==> config.mk <==
export PLATFORM = sky130hd
export DESIGN_NAME = icache_hit_merge
export DESIGN_NICKNAME = d
export VERILOG_FILES = /design/src/rtl/icache_pkg.sv /design/src/rtl/icache_hit_merge.sv
export SDC_FILE = /design/constraint.sdc
export NUM_CORES = 1
export LEC_CHECK = 0
export ABC_AREA = 0
export BUFFER_PORTS_ARGS = -buffer_cell sky130_fd_sc_hd__buf_4
export CAP_MARGIN = 30
export CORE_MARGIN = 10
export CORE_UTILIZATION = 35
export CTS_CLUSTER_DIAMETER = 200
export DETAILED_ROUTE_END_ITERATION = 10
export GPL_TIMING_DRIVEN = 0
export PLACE_DENSITY_LB_ADDON = 0.1
export RECOVER_POWER = 50
export SYNTH_ARGS = -nofsm -noshare
export SYNTH_HDL_FRONTEND = slang
export SYNTH_SLANG_ARGS = --single-unit
==> constraint.sdc <==
create_clock -name clk -period 0.8 [get_ports clk]
set_input_delay 0.08 -clock clk [delete_from_list [all_inputs] [get_ports clk]]
set_output_delay 0.08 -clock clk [all_outputs]
set_load 0.03 [all_outputs]
==> src/rtl/icache_pkg.sv <==
/*
 * icache shared definitions
 * address and word widths, age counter limit, line word layout
 */
`default_nettype none

package icache_pkg;

    // fetch address and memory port
    localparam int ADDR_W = 64;
    localparam int LINE_W = 64;
    localparam int INST_W = 32;

    // byte offset below the set index
    localparam int OFFSET_W = 3;

    // address bit that picks hi or lo instruction of a line
    localparam int HALF_BIT = 2;

    // per-set replacement age
    localparam int AGE_W = 3;
    localparam logic [AGE_W-1:0] AGE_MAX = {AGE_W{1'b1}};

    // one cache line, written whole on refill and split on fetch
    typedef union packed {
        logic [LINE_W-1:0] raw;
        struct packed {
            logic [INST_W-1:0] hi;
            logic [INST_W-1:0] lo;
        } inst;
    } line_word_t;

endpackage

`default_nettype wire

==> src/rtl/icache_hit_merge.sv <==
/*
 * icache hit merge
 * one-hot way select, instruction half pick, registered result
 */
`timescale 1ns/1ps
`default_nettype none

module icache_hit_merge #(
    parameter int N_WAYS = 2
) (
    input  wire                                   clk,
    input  wire                                   rst,
    input  wire  [N_WAYS-1:0]                     i_hit,
    input  wire  [N_WAYS*icache_pkg::LINE_W-1:0]  i_data,
    input  wire                                   i_deliver,
    input  wire                                   i_half,
    output logic                                  o_any_hit,
    output logic [icache_pkg::INST_W-1:0]         o_inst,
    output logic                                  o_inst_valid
);

    localparam int LINE_W = icache_pkg::LINE_W;

    icache_pkg::line_word_t        merged;
    logic [icache_pkg::INST_W-1:0] inst_sel;

    // at most one way hits, so and-or is enough
    always_comb begin
        merged.raw = '0;
        for (int w = 0; w < N_WAYS; w++) begin
            merged.raw = merged.raw | (i_data[w*LINE_W +: LINE_W] & {LINE_W{i_hit[w]}});
        end
    end

    assign o_any_hit = |i_hit;
    assign inst_sel  = i_half ? merged.inst.hi : merged.inst.lo;

    always_ff @(posedge clk) begin
        if (i_deliver) begin
            o_inst <= inst_sel;
        end
    end

    always_ff @(posedge clk or negedge rst) begin
        if (!rst) begin
            o_inst_valid <= 1'b0;
        end else begin
            o_inst_valid <= i_deliver;
        end
    end

endmodule

`default_nettype wire

==> results.md <==
- Largest net degree at the start of global routing: 34
- Critical path peak fanout: 1
- Critical path class: flip-flop to output pin
- # setup viols final: 33
- CP top delay family: flip-flops
- Slew Viols, Final: 0
- Synthesized net count: 285
- PortBufs: 164
- Clock power frac: 0.229
- 1st-iter DRT viols: 54
- Period utilisation layout: 1.15
- RSZ-0062 raised after global routing: yes
- Tmin final: 0.918 ns
- Synth unique cells: 12
- Rows: 27
- Worst Path Buf+Inv: 1
- Post-synthesis sequential area ratio: 0.491
- Post-Syn Area per Cell: 13.3 µm²
- Layout area overhead: 77.4%
- Vias in the first global route: 2,307
- Pre-CTS WS: -0.278 ns
- Warnings, synthesis: 0
- Worst-Margin Slew: 0.737 ns
- Yosys top cell by area: edfxtp_1
- WP data arrival: 0.84 ns
- Post-DP HPWL: 6.52 mm
- Initial core utilization: 0.362
- CTS root buffer: clkbuf_8
- Req. time, crit path: 0.72 ns
- First-pass DRT Iterations: 4
- Synth area leaders: edfxtp_1 48%, a221oi_2 20%, a22oi_1 12%, a21oi_1 8.0%, buf_6 4.5%
- Routed WL per cell: 20.4 µm
- Net switching power: 1.58 mW
- CTS max path bufs: 2
- Die height: 95.7 µm
- CP endpoint kind: output pin
- Post-Route WL: 8.04 mm
- Layout cells sized above 1: 0.680
- Cells after synthesis: 151
- GPL Wtd Cong: 0.767
- Worst Hold Class: input pin to async pin
- # Max-Cap Violations: 0
- Placeable Area: 5540 µm²
- Internal: 3.69 mW
- Crit path cell chain: buf_6
- Top cell type's share of synthesized area: 0.479
- CTS tree: built
- # nets final: 455
- Antenna-violating nets left: 0
- Failing checks: negative setup slack
- Die W: 95.7 µm
- Switching share of power: 0.299
- Sequential power share: 0.415
- Status: complete, but fails checks
- Critical-path cell with the highest stage delay: edfxtp_1
- Gr ovfl total: 0
- H-tree depth: 2
- Initial antenna violation count: 0
- Antenna Cells: 0
- FMAX: 1090 MHz
- DRC violations left: 0
- Number of buffers created by CTS: 5
- Max-slew headroom: 0.508
- Seq cells post-synth: 33
- CTS Sinks: 33
- CTS clk-pin slew, worst paths: 0.07 ns
- Leakage power: 1.54 nW
- PwrDens: 1480 nW/µm²
- Hold Vio Cnt, Final: 0
- VDD IR-drop max: 0.592 mV
- Commonest non-fill, non-tap cell in the layout: buf_4
- # IOs: 168
- Gr usage total: 0.166
- Combinational share of power: 0.357
- Hold WS: 0.135 ns
- Die area: 9170 µm²
- Vias/cell: 5.28
- CP Launch Type: flip-flop
- First-pass GRT wire length: 12.0 mm
- Vias: 2,079
- CP peak stage delay: 0.40 ns
- Commonest non-fill, non-tap cells in the layout: 133 x buf_4, 39 x buf_6, 32 x a22oi_1, 32 x a21oi_1, 32 x edfxtp_1
- Mapped Area: 2010 µm²
- Final setup margin: -0.118 ns
==> metal layers <==
metal | GRT usage | up-vias | wire, µm
met4 | 0.0270 | 0 | 55
met1 | 0.180 | 967 | 2870
met5 | 0 | - | 0
met2 | 0.292 | 104 | 4150
met3 | 0.0825 | 6 | 963
li1 | - | 1002 | -
==> logic make-up after synthesis <==
family	count (synthesis)	share of synthesized area
flip-flops	33	0.491
buffers and inverters	21	0.0829
AO/OA/AOI/OAI	96	0.423
AND/OR/NAND/NOR	1	0.00312
==> timing repair <==
action / in CTS / in global routing
pin swaps: 0 / 0
gates resized for setup: 34 / 6
hold endpoints to repair: 1 / 0
endpoints found under the setup margin: 34 / 56
hold buffers: 1 / 0
setup buffers: 0 / 0
==> stage by stage <==
| step | power [mW] | cells | area, µm² | TNS, ns | util |
|---|---|---|---|---|---|
| after floorplan | 3.05 | 151 | 2040 | -2.11 | - |
| after global placement | 3.96 | 387 | 3360 | -8.34 | 0.606 |
| after detailed placement | 3.98 | 387 | 3360 | -8.78 | 0.606 |
| after CTS | 5.32 | 394 | 3560 | -3.32 | 0.643 |
| after global routing | 5.55 | 394 | 3560 | -4.91 | 0.643 |
| final | 5.27 | 394 | 3560 | -3.05 | 0.643 |
==> synthesized netlist by cell type <==
master    number
buf_4          4
a21oi_1       32
a22oi_1       32
clkbuf_1       3
clkbuf_4       2
or2_2          1
edfxtp_1      32
a221oi_2      27
a221oi_1       5
dfrtp_1        1
buf_6          8
buf_2          4
==> sequential cells by signal, summed over array words and instances (netlist names) <==
register,flops
o_inst_valid,1
o_inst,32
==> area by class of cell <==
cell class | instances | area (µm²)
Tap cell | 72 | 90.1
Clock inverter | 2 | 10.0
Fill cell | 473 | 1980
Buffer | 19 | 175
Timing Repair Buffer | 165 | 1370
Multi-Input combinational cell | 97 | 862
Sequential cell | 33 | 986
Clock buffer | 6 | 72.6
==> power by group through the flow <==
stage	clock network, mW	logic [mW]	registers (mW)
3_5_place_dp	0	1.80	2.19
6_report	1.21	1.88	2.19
2_1_floorplan	0	0.502	2.55
3_3_place_gp	0	1.78	2.18
5_1_grt	1.35	2.00	2.20
4_1_cts	1.23	1.90	2.19
==> final timing paths <==
| check | cells after the start | to | slack [ns] | startpoint |
|---|---|---|---|---|
| max | 1 | o_inst[10] | -0.12 | o_inst[10] |
| min in group clk | 3 | o_inst[14] | 0.14 | i_data[78] |
| min | 2 | o_inst_valid | 0.14 | rst |
| max in group asynchronous | 2 | o_inst_valid | 0.58 | rst |
(Power assumes the default switching activity.)
