<file path="src/rtl/icache_pkg.sv">
/*
 * icache shared definitions
 * address and word widths, age counter limit, line word layout
 */
`default_nettype none

package icache_pkg;

    // fetch address and memory port
    localparam int ADDR_W = 64;
    localparam int LINE_W = 64;
    localparam int INST_W = 32;

    // byte offset below the set index
    localparam int OFFSET_W = 3;

    // address bit that picks hi or lo instruction of a line
    localparam int HALF_BIT = 2;

    // per-set replacement age
    localparam int AGE_W = 3;
    localparam logic [AGE_W-1:0] AGE_MAX = {AGE_W{1'b1}};

    // one cache line, written whole on refill and split on fetch
    typedef union packed {
        logic [LINE_W-1:0] raw;
        struct packed {
            logic [INST_W-1:0] hi;
            logic [INST_W-1:0] lo;
        } inst;
    } line_word_t;

endpackage

`default_nettype wire

</file>
<file path="src/rtl/icache_ctrl.sv">
/*
 * icache controller
 * fetch FSM, address capture, miss request, victim choice and fill
 */
`timescale 1ns/1ps
`default_nettype none

module icache_ctrl #(
    parameter int N_WAYS  = 2,
    parameter int INDEX_W = 6
) (
    input  wire                                   clk,
    input  wire                                   rst,
    input  wire                                   i_fetch,
    input  wire  [icache_pkg::ADDR_W-1:0]         i_addr,
    input  wire                                   i_any_hit,
    input  wire  [N_WAYS-1:0]                     i_way_valid,
    input  wire  [N_WAYS*icache_pkg::AGE_W-1:0]   i_way_age,
    input  wire                                   i_mem_ack,
    input  wire  [icache_pkg::LINE_W-1:0]         i_mem_data,
    output logic                                  o_busy,
    output logic                                  o_lookup,
    output logic                                  o_deliver,
    output logic                                  o_half,
    output logic [INDEX_W-1:0]                    o_index,
    output logic [icache_pkg::ADDR_W-INDEX_W-icache_pkg::OFFSET_W-1:0] o_tag,
    output logic [N_WAYS-1:0]                     o_fill_way,
    output logic [icache_pkg::LINE_W-1:0]         o_fill_data,
    output logic                                  o_mem_req,
    output logic [icache_pkg::ADDR_W-1:0]         o_mem_addr
);

    localparam int OFFSET_W = icache_pkg::OFFSET_W;
    localparam int AGE_W    = icache_pkg::AGE_W;
    localparam int TAG_W    = icache_pkg::ADDR_W - INDEX_W - OFFSET_W;

    localparam logic [1:0] ST_IDLE   = 2'd0;
    localparam logic [1:0] ST_LOOKUP = 2'd1;
    localparam logic [1:0] ST_REFILL = 2'd2;
    localparam logic [1:0] ST_FILL   = 2'd3;

    logic [1:0]             state_q;
    logic [1:0]             state_d;
    logic [TAG_W-1:0]       tag_q;
    logic [INDEX_W-1:0]     index_q;
    logic                   half_q;
    logic [N_WAYS-1:0]      victim;
    logic [N_WAYS-1:0]      victim_q;
    logic                   free_found;
    logic [AGE_W-1:0]       oldest_age;
    icache_pkg::line_word_t fill_q;

    always_comb begin
        state_d = state_q;
        case (state_q)
            ST_IDLE: begin
                if (i_fetch) begin
                    state_d = ST_LOOKUP;
                end
            end
            ST_LOOKUP: begin
                state_d = i_any_hit ? ST_IDLE : ST_REFILL;
            end
            ST_REFILL: begin
                if (i_mem_ack) begin
                    state_d = ST_FILL;
                end
            end
            default: begin
                // fill written, look up again and hit
                state_d = ST_LOOKUP;
            end
        endcase
    end

    always_ff @(posedge clk or negedge rst) begin
        if (!rst) begin
            state_q <= ST_IDLE;
        end else begin
            state_q <= state_d;
        end
    end

    // fetch address held from strobe until delivery
    always_ff @(posedge clk) begin
        if (state_q == ST_IDLE && i_fetch) begin
            tag_q   <= i_addr[icache_pkg::ADDR_W-1 -: TAG_W];
            index_q <= i_addr[OFFSET_W +: INDEX_W];
            half_q  <= i_addr[icache_pkg::HALF_BIT];
        end
    end

    // first invalid way, else oldest, ties to lowest index
    always_comb begin
        victim     = '0;
        free_found = 1'b0;
        oldest_age = i_way_age[0 +: AGE_W];
        for (int w = 0; w < N_WAYS; w++) begin
            if (!i_way_valid[w] && !free_found) begin
                victim[w]  = 1'b1;
                free_found = 1'b1;
            end
        end
        if (!free_found) begin
            victim[0] = 1'b1;
            for (int w = 1; w < N_WAYS; w++) begin
                if (i_way_age[w*AGE_W +: AGE_W] > oldest_age) begin
                    victim     = '0;
                    victim[w]  = 1'b1;
                    oldest_age = i_way_age[w*AGE_W +: AGE_W];
                end
            end
        end
    end

    // ages are frozen between the miss and the fill
    always_ff @(posedge clk) begin
        if (state_q == ST_LOOKUP && !i_any_hit) begin
            victim_q <= victim;
        end
        if (state_q == ST_REFILL && i_mem_ack) begin
            fill_q.raw <= i_mem_data;
        end
    end

    assign o_busy      = (state_q != ST_IDLE);
    assign o_lookup    = (state_q == ST_LOOKUP);
    assign o_deliver   = o_lookup & i_any_hit;
    assign o_half      = half_q;
    assign o_index     = index_q;
    assign o_tag       = tag_q;
    assign o_fill_way  = (state_q == ST_FILL) ? victim_q : '0;
    assign o_fill_data = fill_q.raw;
    assign o_mem_req   = (state_q == ST_REFILL);
    assign o_mem_addr  = {tag_q, index_q, {OFFSET_W{1'b0}}};

endmodule

`default_nettype wire

</file>
<file path="config.mk">
export PLATFORM = sky130hd
export DESIGN_NAME = icache_ctrl
export DESIGN_NICKNAME = d
export VERILOG_FILES = /design/src/rtl/icache_pkg.sv /design/src/rtl/icache_ctrl.sv
export SDC_FILE = /design/constraint.sdc
export NUM_CORES = 1
export LEC_CHECK = 0
export ABC_CLOCK_PERIOD_IN_PS = 3600
export BUFFER_PORTS_ARGS = -buffer_cell sky130_fd_sc_hd__buf_4
export CAP_MARGIN = 5
export CORE_AREA = 4 4 130 132
export CTS_CLUSTER_SIZE = 30
export DETAILED_ROUTE_END_ITERATION = 6
export DIE_AREA = 0 0 134 136
export GPL_TIMING_DRIVEN = 0
export PLACE_DENSITY = 0.67
export SETUP_SLACK_MARGIN = 0.1
export SYNTH_ARGS = -nofsm -noshare
export SYNTH_HDL_FRONTEND = slang
export SYNTH_SLANG_ARGS = --single-unit
</file>
<file path="constraint.sdc">
create_clock -name clk -period 3.6 [get_ports clk]
set_clock_uncertainty 0.1 [all_clocks]
set_input_delay 0.72 -clock clk [delete_from_list [all_inputs] [get_ports clk]]
set_output_delay 0.72 -clock clk [all_outputs]
set_load 0.01 [all_outputs]
</file>
==> results_dict.tcl, run 1 <==
set metrics [dict create \
    achievable-frequency_mhz 455 \
    p_sw_share_pct 26.7 \
    nFillCells 1354 \
    coreArea_sq_mm 0.0157 \
    ys_types 19 \
    synth_enable_flop_cells 128 \
    grt_max_degree 65 \
    crit_required_ps 2780 \
    grt_first_pass_wirelength_mm 19.3 \
    drive_gt1_share_pct 73.3 \
    cellLeakagePower_nw 3.52 \
    hold_violations 0 \
    clock_power_share_pct 33.6 \
    max_cap_viol_count 0 \
    end_kind "output pin" \
    seq_power_share_pct 42.3 \
    hold_class "in -> reg" \
    post-route-drc-count 0 \
    dp_hpwl_mm 10.6 \
    via_count 3202 \
    setup_viol 0 \
    first_pass_iters 4 \
    period_share_pct 61.1 \
    cts_root_buffer "clkbuf_16" \
    yosys-top-cells-area "edfxtp_1, buf_4, ha_1, dfrtp_1, and2_1" \
    clk_pin_slew_ps 60 \
    num_antenna_cells 0 \
    utilization_pct 50.7 \
    synthCells 225 \
    yosys-top-cells-count "edfxtp_1, buf_4, ha_1" \
    vias_per_cell 3.96 \
    ys_async_sr_fraction_pct 1.54 \
    ys.flop_type "edfxtp_1" \
    holdWs_ps 387 \
    maxSlewViolCount 0 \
    finalCriticalPeriod_ps 2200 \
    critPathArrivalTime_ps 1380 \
    cts_made_buffers 17 \
    power_frac_comb_pct 24.1 \
    grt_overflow 0 \
    yosysMostFrequentCell "edfxtp_1" \
    antenna_found_initial 0 \
    syn-cell-area_sq_mm 0.00462 \
    rsz0062_at_grt "no" \
    initial_core_util_pct 29.4 \
    yosys.area.top_type "edfxtp_1" \
    fin_setup_tns_ps 0 \
    clk_path_buf_depth 2 \
    worst-setup-path-type "reg -> out" \
    wl_per_cell_um 16.5 \
    cts-resized-gates 0 \
    ys_ff_latch 130 \
    nets 727 \
    port_buffers 331 \
    ios 337 \
    ys.warnings.count 0 \
    p_per_area_mw_per_mm2 601 \
    syn2layout_area_growth_pct 72.6 \
    synth.avg_cell_area_sq_um 20.5 \
    status "complete, no violations" \
    dr.first_iter.drc_count 86 \
    grt.total_usage_pct 14.0 \
    power.total_mw 4.79 \
    worst_pin_slew_ps 827 \
    slew-limit-headroom_pct 44.9 \
    dieArea_sq_mm 0.0182 \
    critPathMaxFanout 4 \
    num_rows 46 \
    ys_seq_area_share_pct 84.3 \
    synth.top_cell.area_share_pct 83.2 \
    antenna_left 0 \
    start_kind "flop" \
    tritoncts "done" \
    gp_congestion 0.824 \
    cts.sinks 130 \
    clkLatencyLatePin_ps 400 \
    die_h_um 136 \
    drt_wl_total_mm 13.3 \
    p_int_mw 3.51 \
    die_w_um 134 \
    grt_pass1_vias 3455 \
    h-tree-depth 4 \
    p_sw_mw 1.28 \
    vdd_drop_max_mv 0.320 \
]
-- area by class of cell --
| class | count | area (sq um) | share of cell area, % |
|---|---|---|---|
| repair buffers | 333 | 2510 | 31.5 |
| well taps | 216 | 270 | 3.39 |
| plain buffers | 64 | 480 | 6.03 |
| multi-input cells | 26 | 229 | 2.87 |
| inverters | 7 | 26.3 | 0.330 |
| clock inverters | 15 | 133 | 1.66 |
| clock buffers | 17 | 425 | 5.34 |
| flip-flops and latches | 130 | 3890 | 48.8 |
-- logic make-up after synthesis --
kind of cell	count (synthesis)	share of synthesized area, %
simple gates	10	1.33
mux	2	0.433
other cells	1	0.0812
flops	130	84.3
compound gates	4	1.00
fa+ha+maj	7	1.90
buf+inv	71	11.0
-- worst max-delay path: stages, from the launching register on --
cell and delay, ps:
dfrtp_1 400, inv_1 100, ha_1 220, and2_1 140, buf_4 110
-- flip-flops by register name (all words and copies together) (netlist names) --
signal / flops
o_fill_data: 64
o_tag: 55
victim_q: 2
state_q: 2
o_index: 6
o_half: 1
-- cell usage in the layout (no fill, tap or decap) --
cell           Yosys  final
ha_1               7      7
and2_1             4      3
buf_12             0      1
bufinv_16          0      1
clkbuf_16          0     17
conb_1             1      3
dfrtp_1            2      2
a21oi_2            1      1
clkinv_4           0      2
buf_4             64    395
edfxtp_1         128    128
dlygate4sd3_1      0      1
inv_6              0      4
clkinvlp_4         0      4
o211ai_2           1      1
nand4_1            1      1
o21ai_1            1      1
nand3_1            1      1
and2_4             0      1
mux2i_1            2      2
and2_2             1      1
nand2_1            1      1
and2b_1            1      1
o22ai_4            1      1
and3_1             1      1
inv_1              6      6
clkinv_2           0      4
inv_2              1      1
-- repair_timing --
action | 4_1_cts | 5_1_grt
endpoints found under the hold margin | 2 | 0
hold buffers | 1 | 0
setup buffers | 0 | 0
-- stage by stage --
stage               setup WS, ps  cells  cell area [sq um]
floorplan                    895    227               4630
global placement             195    774               7380
detailed placement          1090    775               7400
CTS                         1140    808               7970
global route                1270    808               7970
finish                      1400    808               7970
-- power by group through the flow --
stage               sequential (mW)  clock [mW]  combinational [mW]
finish                         2.02        1.61                1.15
CTS                            2.03        1.66                1.17
global placement               2.07           0                1.13
global route                   2.05        1.74                1.24
floorplan                      2.13           0               0.421
detailed placement             2.06           0                1.17
-- layer usage --
layer / wire length, um / GRT usage [%] / vias up
met1: 4660 / 14.5 / 1501
met5: 0 / 0 / -
met2: 6780 / 23.7 / 222
met4: 154 / 5.20 / 0
li1: - / - / 1470
met3: 1740 / 8.18 / 9
-- final timing paths --
| kind | start | end | slack (ps) | depth (start not counted) |
|---|---|---|---|---|
| max in group asynchronous | rst | state_q[1] | 2760 | 2 |
| min reg2reg | state_q[1] | state_q[1] | 520 | 2 |
| min in group asynchronous | rst | state_q[0] | 550 | 2 |
| max reg2reg | state_q[0] | o_fill_data[41] | 1630 | 3 |
| max | state_q[1] | o_deliver | 1400 | 4 |
| min | i_addr[15] | o_tag[6] | 390 | 1 |
No activity file was read; power rests on OpenSTA's default activity.
==> inputs of run 2 (changes only) <==
--- a/config.mk
+++ b/config.mk
@@ -5,15 +5,15 @@
 export SDC_FILE = /design/constraint.sdc
 export NUM_CORES = 1
 export LEC_CHECK = 0
-export ABC_CLOCK_PERIOD_IN_PS = 3600
+export ABC_CLOCK_PERIOD_IN_PS = 1900
 export BUFFER_PORTS_ARGS = -buffer_cell sky130_fd_sc_hd__buf_4
 export CAP_MARGIN = 5
-export CORE_AREA = 4 4 130 132
+export CORE_AREA = 4 4 129 131
 export CTS_CLUSTER_SIZE = 30
 export DETAILED_ROUTE_END_ITERATION = 6
-export DIE_AREA = 0 0 134 136
+export DIE_AREA = 0 0 133 135
 export GPL_TIMING_DRIVEN = 0
-export PLACE_DENSITY = 0.67
+export PLACE_DENSITY = 0.7
 export SETUP_SLACK_MARGIN = 0.1
 export SYNTH_ARGS = -nofsm -noshare
 export SYNTH_HDL_FRONTEND = slang
==> constraint.sdc (replaced) <==
create_clock -name clk -period 1.9 [get_ports clk]
set_clock_uncertainty 0.1 [all_clocks]
set_input_delay 0.38 -clock clk [delete_from_list [all_inputs] [get_ports clk]]
set_output_delay 0.38 -clock clk [all_outputs]
set_load 0.01 [all_outputs]
==> run 2 against run 1 <==
Net effect: highest routed layer unchanged; critical path type unchanged; routed wire length rose by 3.7%; largest power group unchanged; register-to-register slack lost 1500 ps; total power increased by 98%.
==> results_dict.tcl, run 2 (synthesized netlist as in run 1, its figures left out) <==
set metrics [dict create \
    maxSlewViolCount 0 \
    grt_overflow 0 \
    die_w_um 133 \
    critPathMaxFanout 3 \
    coreArea_sq_mm 0.0156 \
    post-route-drc-count 0 \
    clk_pin_slew_ps 60 \
    layout_common_cells "buf_4, edfxtp_1, clkbuf_16" \
    worst-setup-path-type "reg -> out" \
    dp_hpwl_mm 10.6 \
    num_antenna_cells 0 \
    power_frac_comb_pct 25.6 \
    antenna_found_initial 0 \
    vias_per_cell 3.96 \
    dieArea_sq_mm 0.0180 \
    vdd_drop_max_mv 0.599 \
    clk_path_buf_depth 2 \
    worst-path-buf-inv 1 \
    cpPeakStageDelay_ps 440 \
    grt_max_degree 63 \
    power.total_mw 9.49 \
    clkLatencyLatePin_ps 410 \
    crit_required_ps 1420 \
    antenna_left 0 \
    finalCriticalPeriod_ps 1810 \
    p_int_mw 6.94 \
    setup_viol 0 \
    status "complete, no violations" \
    hold_class "in -> reg" \
    start_kind "flop" \
    dr.first_iter.drc_count 117 \
    first_pass_iters 4 \
    achievable-frequency_mhz 552 \
    p_sw_mw 2.55 \
    grt_pass1_vias 3520 \
    cts_made_buffers 17 \
    grt_first_pass_wirelength_mm 19.6 \
    largest_register_ffs 64 \
    drt_wl_total_mm 13.8 \
    crit_chain "ha_2 > and2_1 > buf_4" \
    final_common_cell "buf_4" \
    syn2layout_area_growth_pct 75.2 \
    tritoncts "done" \
    nets 733 \
    die_h_um 135 \
    period_share_pct 95.4 \
    crit_slowest_cell "dfrtp_2" \
    drive_gt1_share_pct 75.1 \
    gp_congestion 0.749 \
    initial_core_util_pct 29.6 \
    wl_per_cell_um 17.0 \
    p_per_area_mw_per_mm2 1170 \
    h-tree-depth 4 \
    rsz0062_at_grt "yes" \
    utilization_pct 51.9 \
    cts_root_buffer "clkbuf_16" \
    clock_power_share_pct 33.9 \
    ios 337 \
    cts.sinks 130 \
    num_rows 46 \
    end_kind "output pin" \
    port_buffers 331 \
    p_sw_share_pct 26.9 \
    critPathArrivalTime_ps 1330 \
    via_count 3222 \
    cellLeakagePower_nw 3.56 \
    hold_violations 0 \
    seq_power_share_pct 40.5 \
    max_cap_viol_count 0 \
    critPathTopFamily "flip-flops" \
    grt.total_usage_pct 14.6 \
]
run 2: metal layers:
layer  routed length, um  global-route usage, %  up-vias
met5                   0                      0        -
met4                 256                   6.35        0
met3                1640                   8.23       20
met2                7140                   25.1      216
met1                4780                   14.6     1502
li1                    -                      -     1484
run 2: power groups by stage:
stage	sequential [mW]	clock (mW)	combinational [mW]
2_1_floorplan	4.01	0	0.809
3_5_place_dp	3.91	0	2.21
5_1_grt	3.89	3.43	2.59
3_3_place_gp	3.89	0	2.17
6_report	3.85	3.21	2.43
4_1_cts	3.85	3.30	2.25
run 2: worst reg2reg max path, cell delays in order, from the launching register on:
cell,delay [ps]
dfrtp_1,410
inv_2,100
buf_6,110
ha_4,150
buf_6,100
and2_4,400
run 2: timing repair:
| item | in CTS | in global routing |
|---|---|---|
| hold endpoints to repair | 2 | 0 |
| setup endpoints to repair | 132 | 68 |
| pin swaps | 1 | 2 |
| resized for setup | 5 | 15 |
| setup buffers | 1 | 4 |
| hold buffers | 1 | 0 |
| cloned | 1 | 1 |
run 2: area by class of cell:
type	count	area [sq um]
Fill cell	1296	7510
Tap cell	216	270
Sequential cell	130	3890
Timing Repair Buffer	337	2550
Clock buffer	17	425
Buffer	64	480
Inverter	7	28.8
Multi-Input combinational cell	28	283
Clock inverter	15	158
run 2: final timing paths:
| check | start | endpoint | slack (ps) | cells past startpoint |
|---|---|---|---|---|
| worst max-delay path | state_q[0] | o_fill_way[0] | 90 | 3 |
| worst min-delay path | i_mem_data[17] | o_fill_data[17] | 40 | 1 |
| worst max register to register | state_q[1] | o_tag[36] | 140 | 5 |
| worst min register to register | state_q[0] | state_q[0] | 600 | 2 |
| max in group asynchronous | rst | state_q[0] | 1390 | 2 |
| min in group asynchronous | rst | state_q[1] | 210 | 2 |
run 2: stage by stage:
stage,worst slack (ps),cells,area [sq um],hold slack [ps],TNS [ps]
4_1_cts,0.527,809,8000,13.1,0
3_5_place_dp,-94.2,774,7390,64.6,-6880
2_1_floorplan,107,227,4630,-15.6,0
6_report,87.1,814,8090,35.7,0
3_3_place_gp,-26.9,774,7390,63.3,-1350
5_1_grt,26.5,814,8090,5.90,0
==> inputs of run 3 (changes only) <==
--- a/config.mk
+++ b/config.mk
@@ -5,15 +5,15 @@
 export SDC_FILE = /design/constraint.sdc
 export NUM_CORES = 1
 export LEC_CHECK = 0
-export ABC_CLOCK_PERIOD_IN_PS = 1900
+export ABC_CLOCK_PERIOD_IN_PS = 2000
 export BUFFER_PORTS_ARGS = -buffer_cell sky130_fd_sc_hd__buf_4
 export CAP_MARGIN = 5
-export CORE_AREA = 4 4 129 131
+export CORE_AREA = 4 4 130 132
 export CTS_CLUSTER_SIZE = 30
 export DETAILED_ROUTE_END_ITERATION = 6
-export DIE_AREA = 0 0 133 135
+export DIE_AREA = 0 0 134 136
 export GPL_TIMING_DRIVEN = 0
-export PLACE_DENSITY = 0.7
+export PLACE_DENSITY = 0.71
 export SETUP_SLACK_MARGIN = 0.1
 export SYNTH_ARGS = -nofsm -noshare
 export SYNTH_HDL_FRONTEND = slang
==> constraint.sdc (replaced) <==
create_clock -name clk -period 2 [get_ports clk]
set_clock_uncertainty 0.1 [all_clocks]
set_input_delay 0.4 -clock clk [delete_from_list [all_inputs] [get_ports clk]]
set_output_delay 0.4 -clock clk [all_outputs]
set_load 0.01 [all_outputs]
==> run 3 against run 2 <==
Net effect: sequential cell count stayed put; critical endpoint is now o_mem_req; hold slack better by 26 ps; combinational power is 14% lower; highest routed layer unchanged; final area is 0.88% lower; largest cell class unchanged; worst setup slack worse by 22 ps; via count is 0.19% higher; critical path depth stayed put; sequential power is 5.2% lower.
==> results_dict.tcl, run 3 (synthesized netlist as in run 1, its figures left out) <==
set metrics [dict create \
    status "complete, no violations" \
    largest_register_ffs 64 \
    first_pass_iters 4 \
    grt_overflow 0 \
    die_h_um 136 \
    wl_per_cell_um 17.3 \
    pre_cts_slack_ps 4.23 \
    dieArea_sq_mm 0.0182 \
    post-route-drc-count 0 \
    ios 337 \
    wl_met1_mm 4.84 \
    nets 728 \
    clk_pin_slew_ps 60 \
    setup_slack_ps 65.5 \
    vdd_drop_max_mv 0.589 \
    grt_pass1_vias 3447 \
    crit_chain "inv_1 > ha_1 > buf_4" \
    setup_viol 0 \
    cts_made_buffers 17 \
    maxSlewViolCount 0 \
    die_w_um 134 \
    grt_max_degree 63 \
    drive_gt1_share_pct 73.2 \
    final_cells 809 \
    h-tree-depth 4 \
    dpl.cell_count 774 \
    end_kind "output pin" \
    dr.first_iter.drc_count 112 \
    hold_class "in -> reg" \
    num_rows 46 \
    critPathTopFamily "flip-flops" \
    cts.sinks 130 \
    syn2layout_area_growth_pct 73.6 \
    final_common_cell "buf_4" \
    tritoncts "done" \
    port_buffers 331 \
    critPathMaxFanout 5 \
    dr.max_layer_used "met4" \
    wl_met3_mm 1.81 \
    p_per_area_mw_per_mm2 1110 \
    dr_wl_met2_mm 7.11 \
    finalCriticalPeriod_ps 1930 \
    multi_input_area_sq_um 248 \
    grt.total_usage_pct 14.4 \
    critPathArrivalTime_ps 1430 \
    num_antenna_cells 0 \
    crit_required_ps 1500 \
    gp_congestion 0.764 \
    cts_root_buffer "clkbuf_16" \
    via_count 3228 \
    achievable-frequency_mhz 517 \
    antenna_found_initial 0 \
    grt_first_pass_wirelength_mm 19.7 \
    drt_wl_total_mm 14.0 \
    hold_violations 0 \
    layout_common_cells "buf_4, edfxtp_1, clkbuf_16" \
    nFillCells 1340 \
    clk_path_buf_depth 2 \
    cellLeakagePower_nw 3.54 \
    worst-path-buf-inv 2 \
    rsz0062_at_grt "yes" \
    start_kind "flop" \
    max_cap_viol_count 0 \
    clkLatencyLatePin_ps 410 \
    cpPeakStageDelay_ps 410 \
    antenna_left 0 \
    initial_core_util_pct 29.4 \
    worst-setup-path-type "reg -> out" \
    crit_slowest_cell "dfrtp_1" \
    period_share_pct 96.7 \
    dp_hpwl_mm 10.7 \
    regArea_sq_mm 0.00389 \
    vias_per_cell 3.99 \
    coreArea_sq_mm 0.0157 \
]
-- run 3: area by class of cell --
type	count	share of cell area (%)
repair buffers	332	31.1
multi-input cells	28	3.09
flip-flops and latches	130	48.5
inverters	7	0.328
clock inverters	14	2.22
clock buffers	18	5.35
plain buffers	64	5.99
well taps	216	3.37
-- run 3: metrics by stage --
step	setup TNS [ps]	utilization (%)	total power, mW	hold WS, ps	cell area, sq um
final	0	51.0	8.93	62.1	8020
after global routing	-47.5	51.0	9.36	28.7	8020
after CTS	0	51.0	9.04	34.2	8010
after detailed placement	0	47.0	5.80	84.9	7390
after global placement	0	47.0	5.74	82.3	7390
after floorplan	0	-	4.58	4.41	4630
-- run 3: what timing repair did --
| action | in CTS | in global routing |
|---|---|---|
| gates resized for setup | 2 | 1 |
| gates cloned | 1 | 1 |
| hold buffers | 1 | 0 |
| hold endpoints to repair | 2 | 0 |
| endpoints found under the setup margin | 127 | 76 |
| setup buffers | 0 | 0 |
-- run 3: power by group --
part	internal [mW]	switching, mW	total, mW
sequential	3.48	0.169	3.65
clock	1.98	1.21	3.19
combinational	1.12	0.968	2.09
-- run 3: final timing paths --
kind / slack [ps] / to / startpoint / cells after the start
max: 70 / o_mem_req / state_q[0] / 3
min: 60 / o_tag[15] / i_addr[24] / 1
max reg2reg: 190 / o_fill_data[3] / state_q[0] / 3
min reg2reg: 520 / state_q[1] / state_q[1] / 2
max in group asynchronous: 1470 / state_q[1] / rst / 2
min in group asynchronous: 240 / state_q[0] / rst / 2
-- run 3: layer usage --
layer / up-vias / global-route usage (%)
li1: 1474 / -
met1: 1514 / 15.0
met2: 223 / 24.8
met3: 17 / 8.11
met4: 0 / 4.91
met5: - / 0
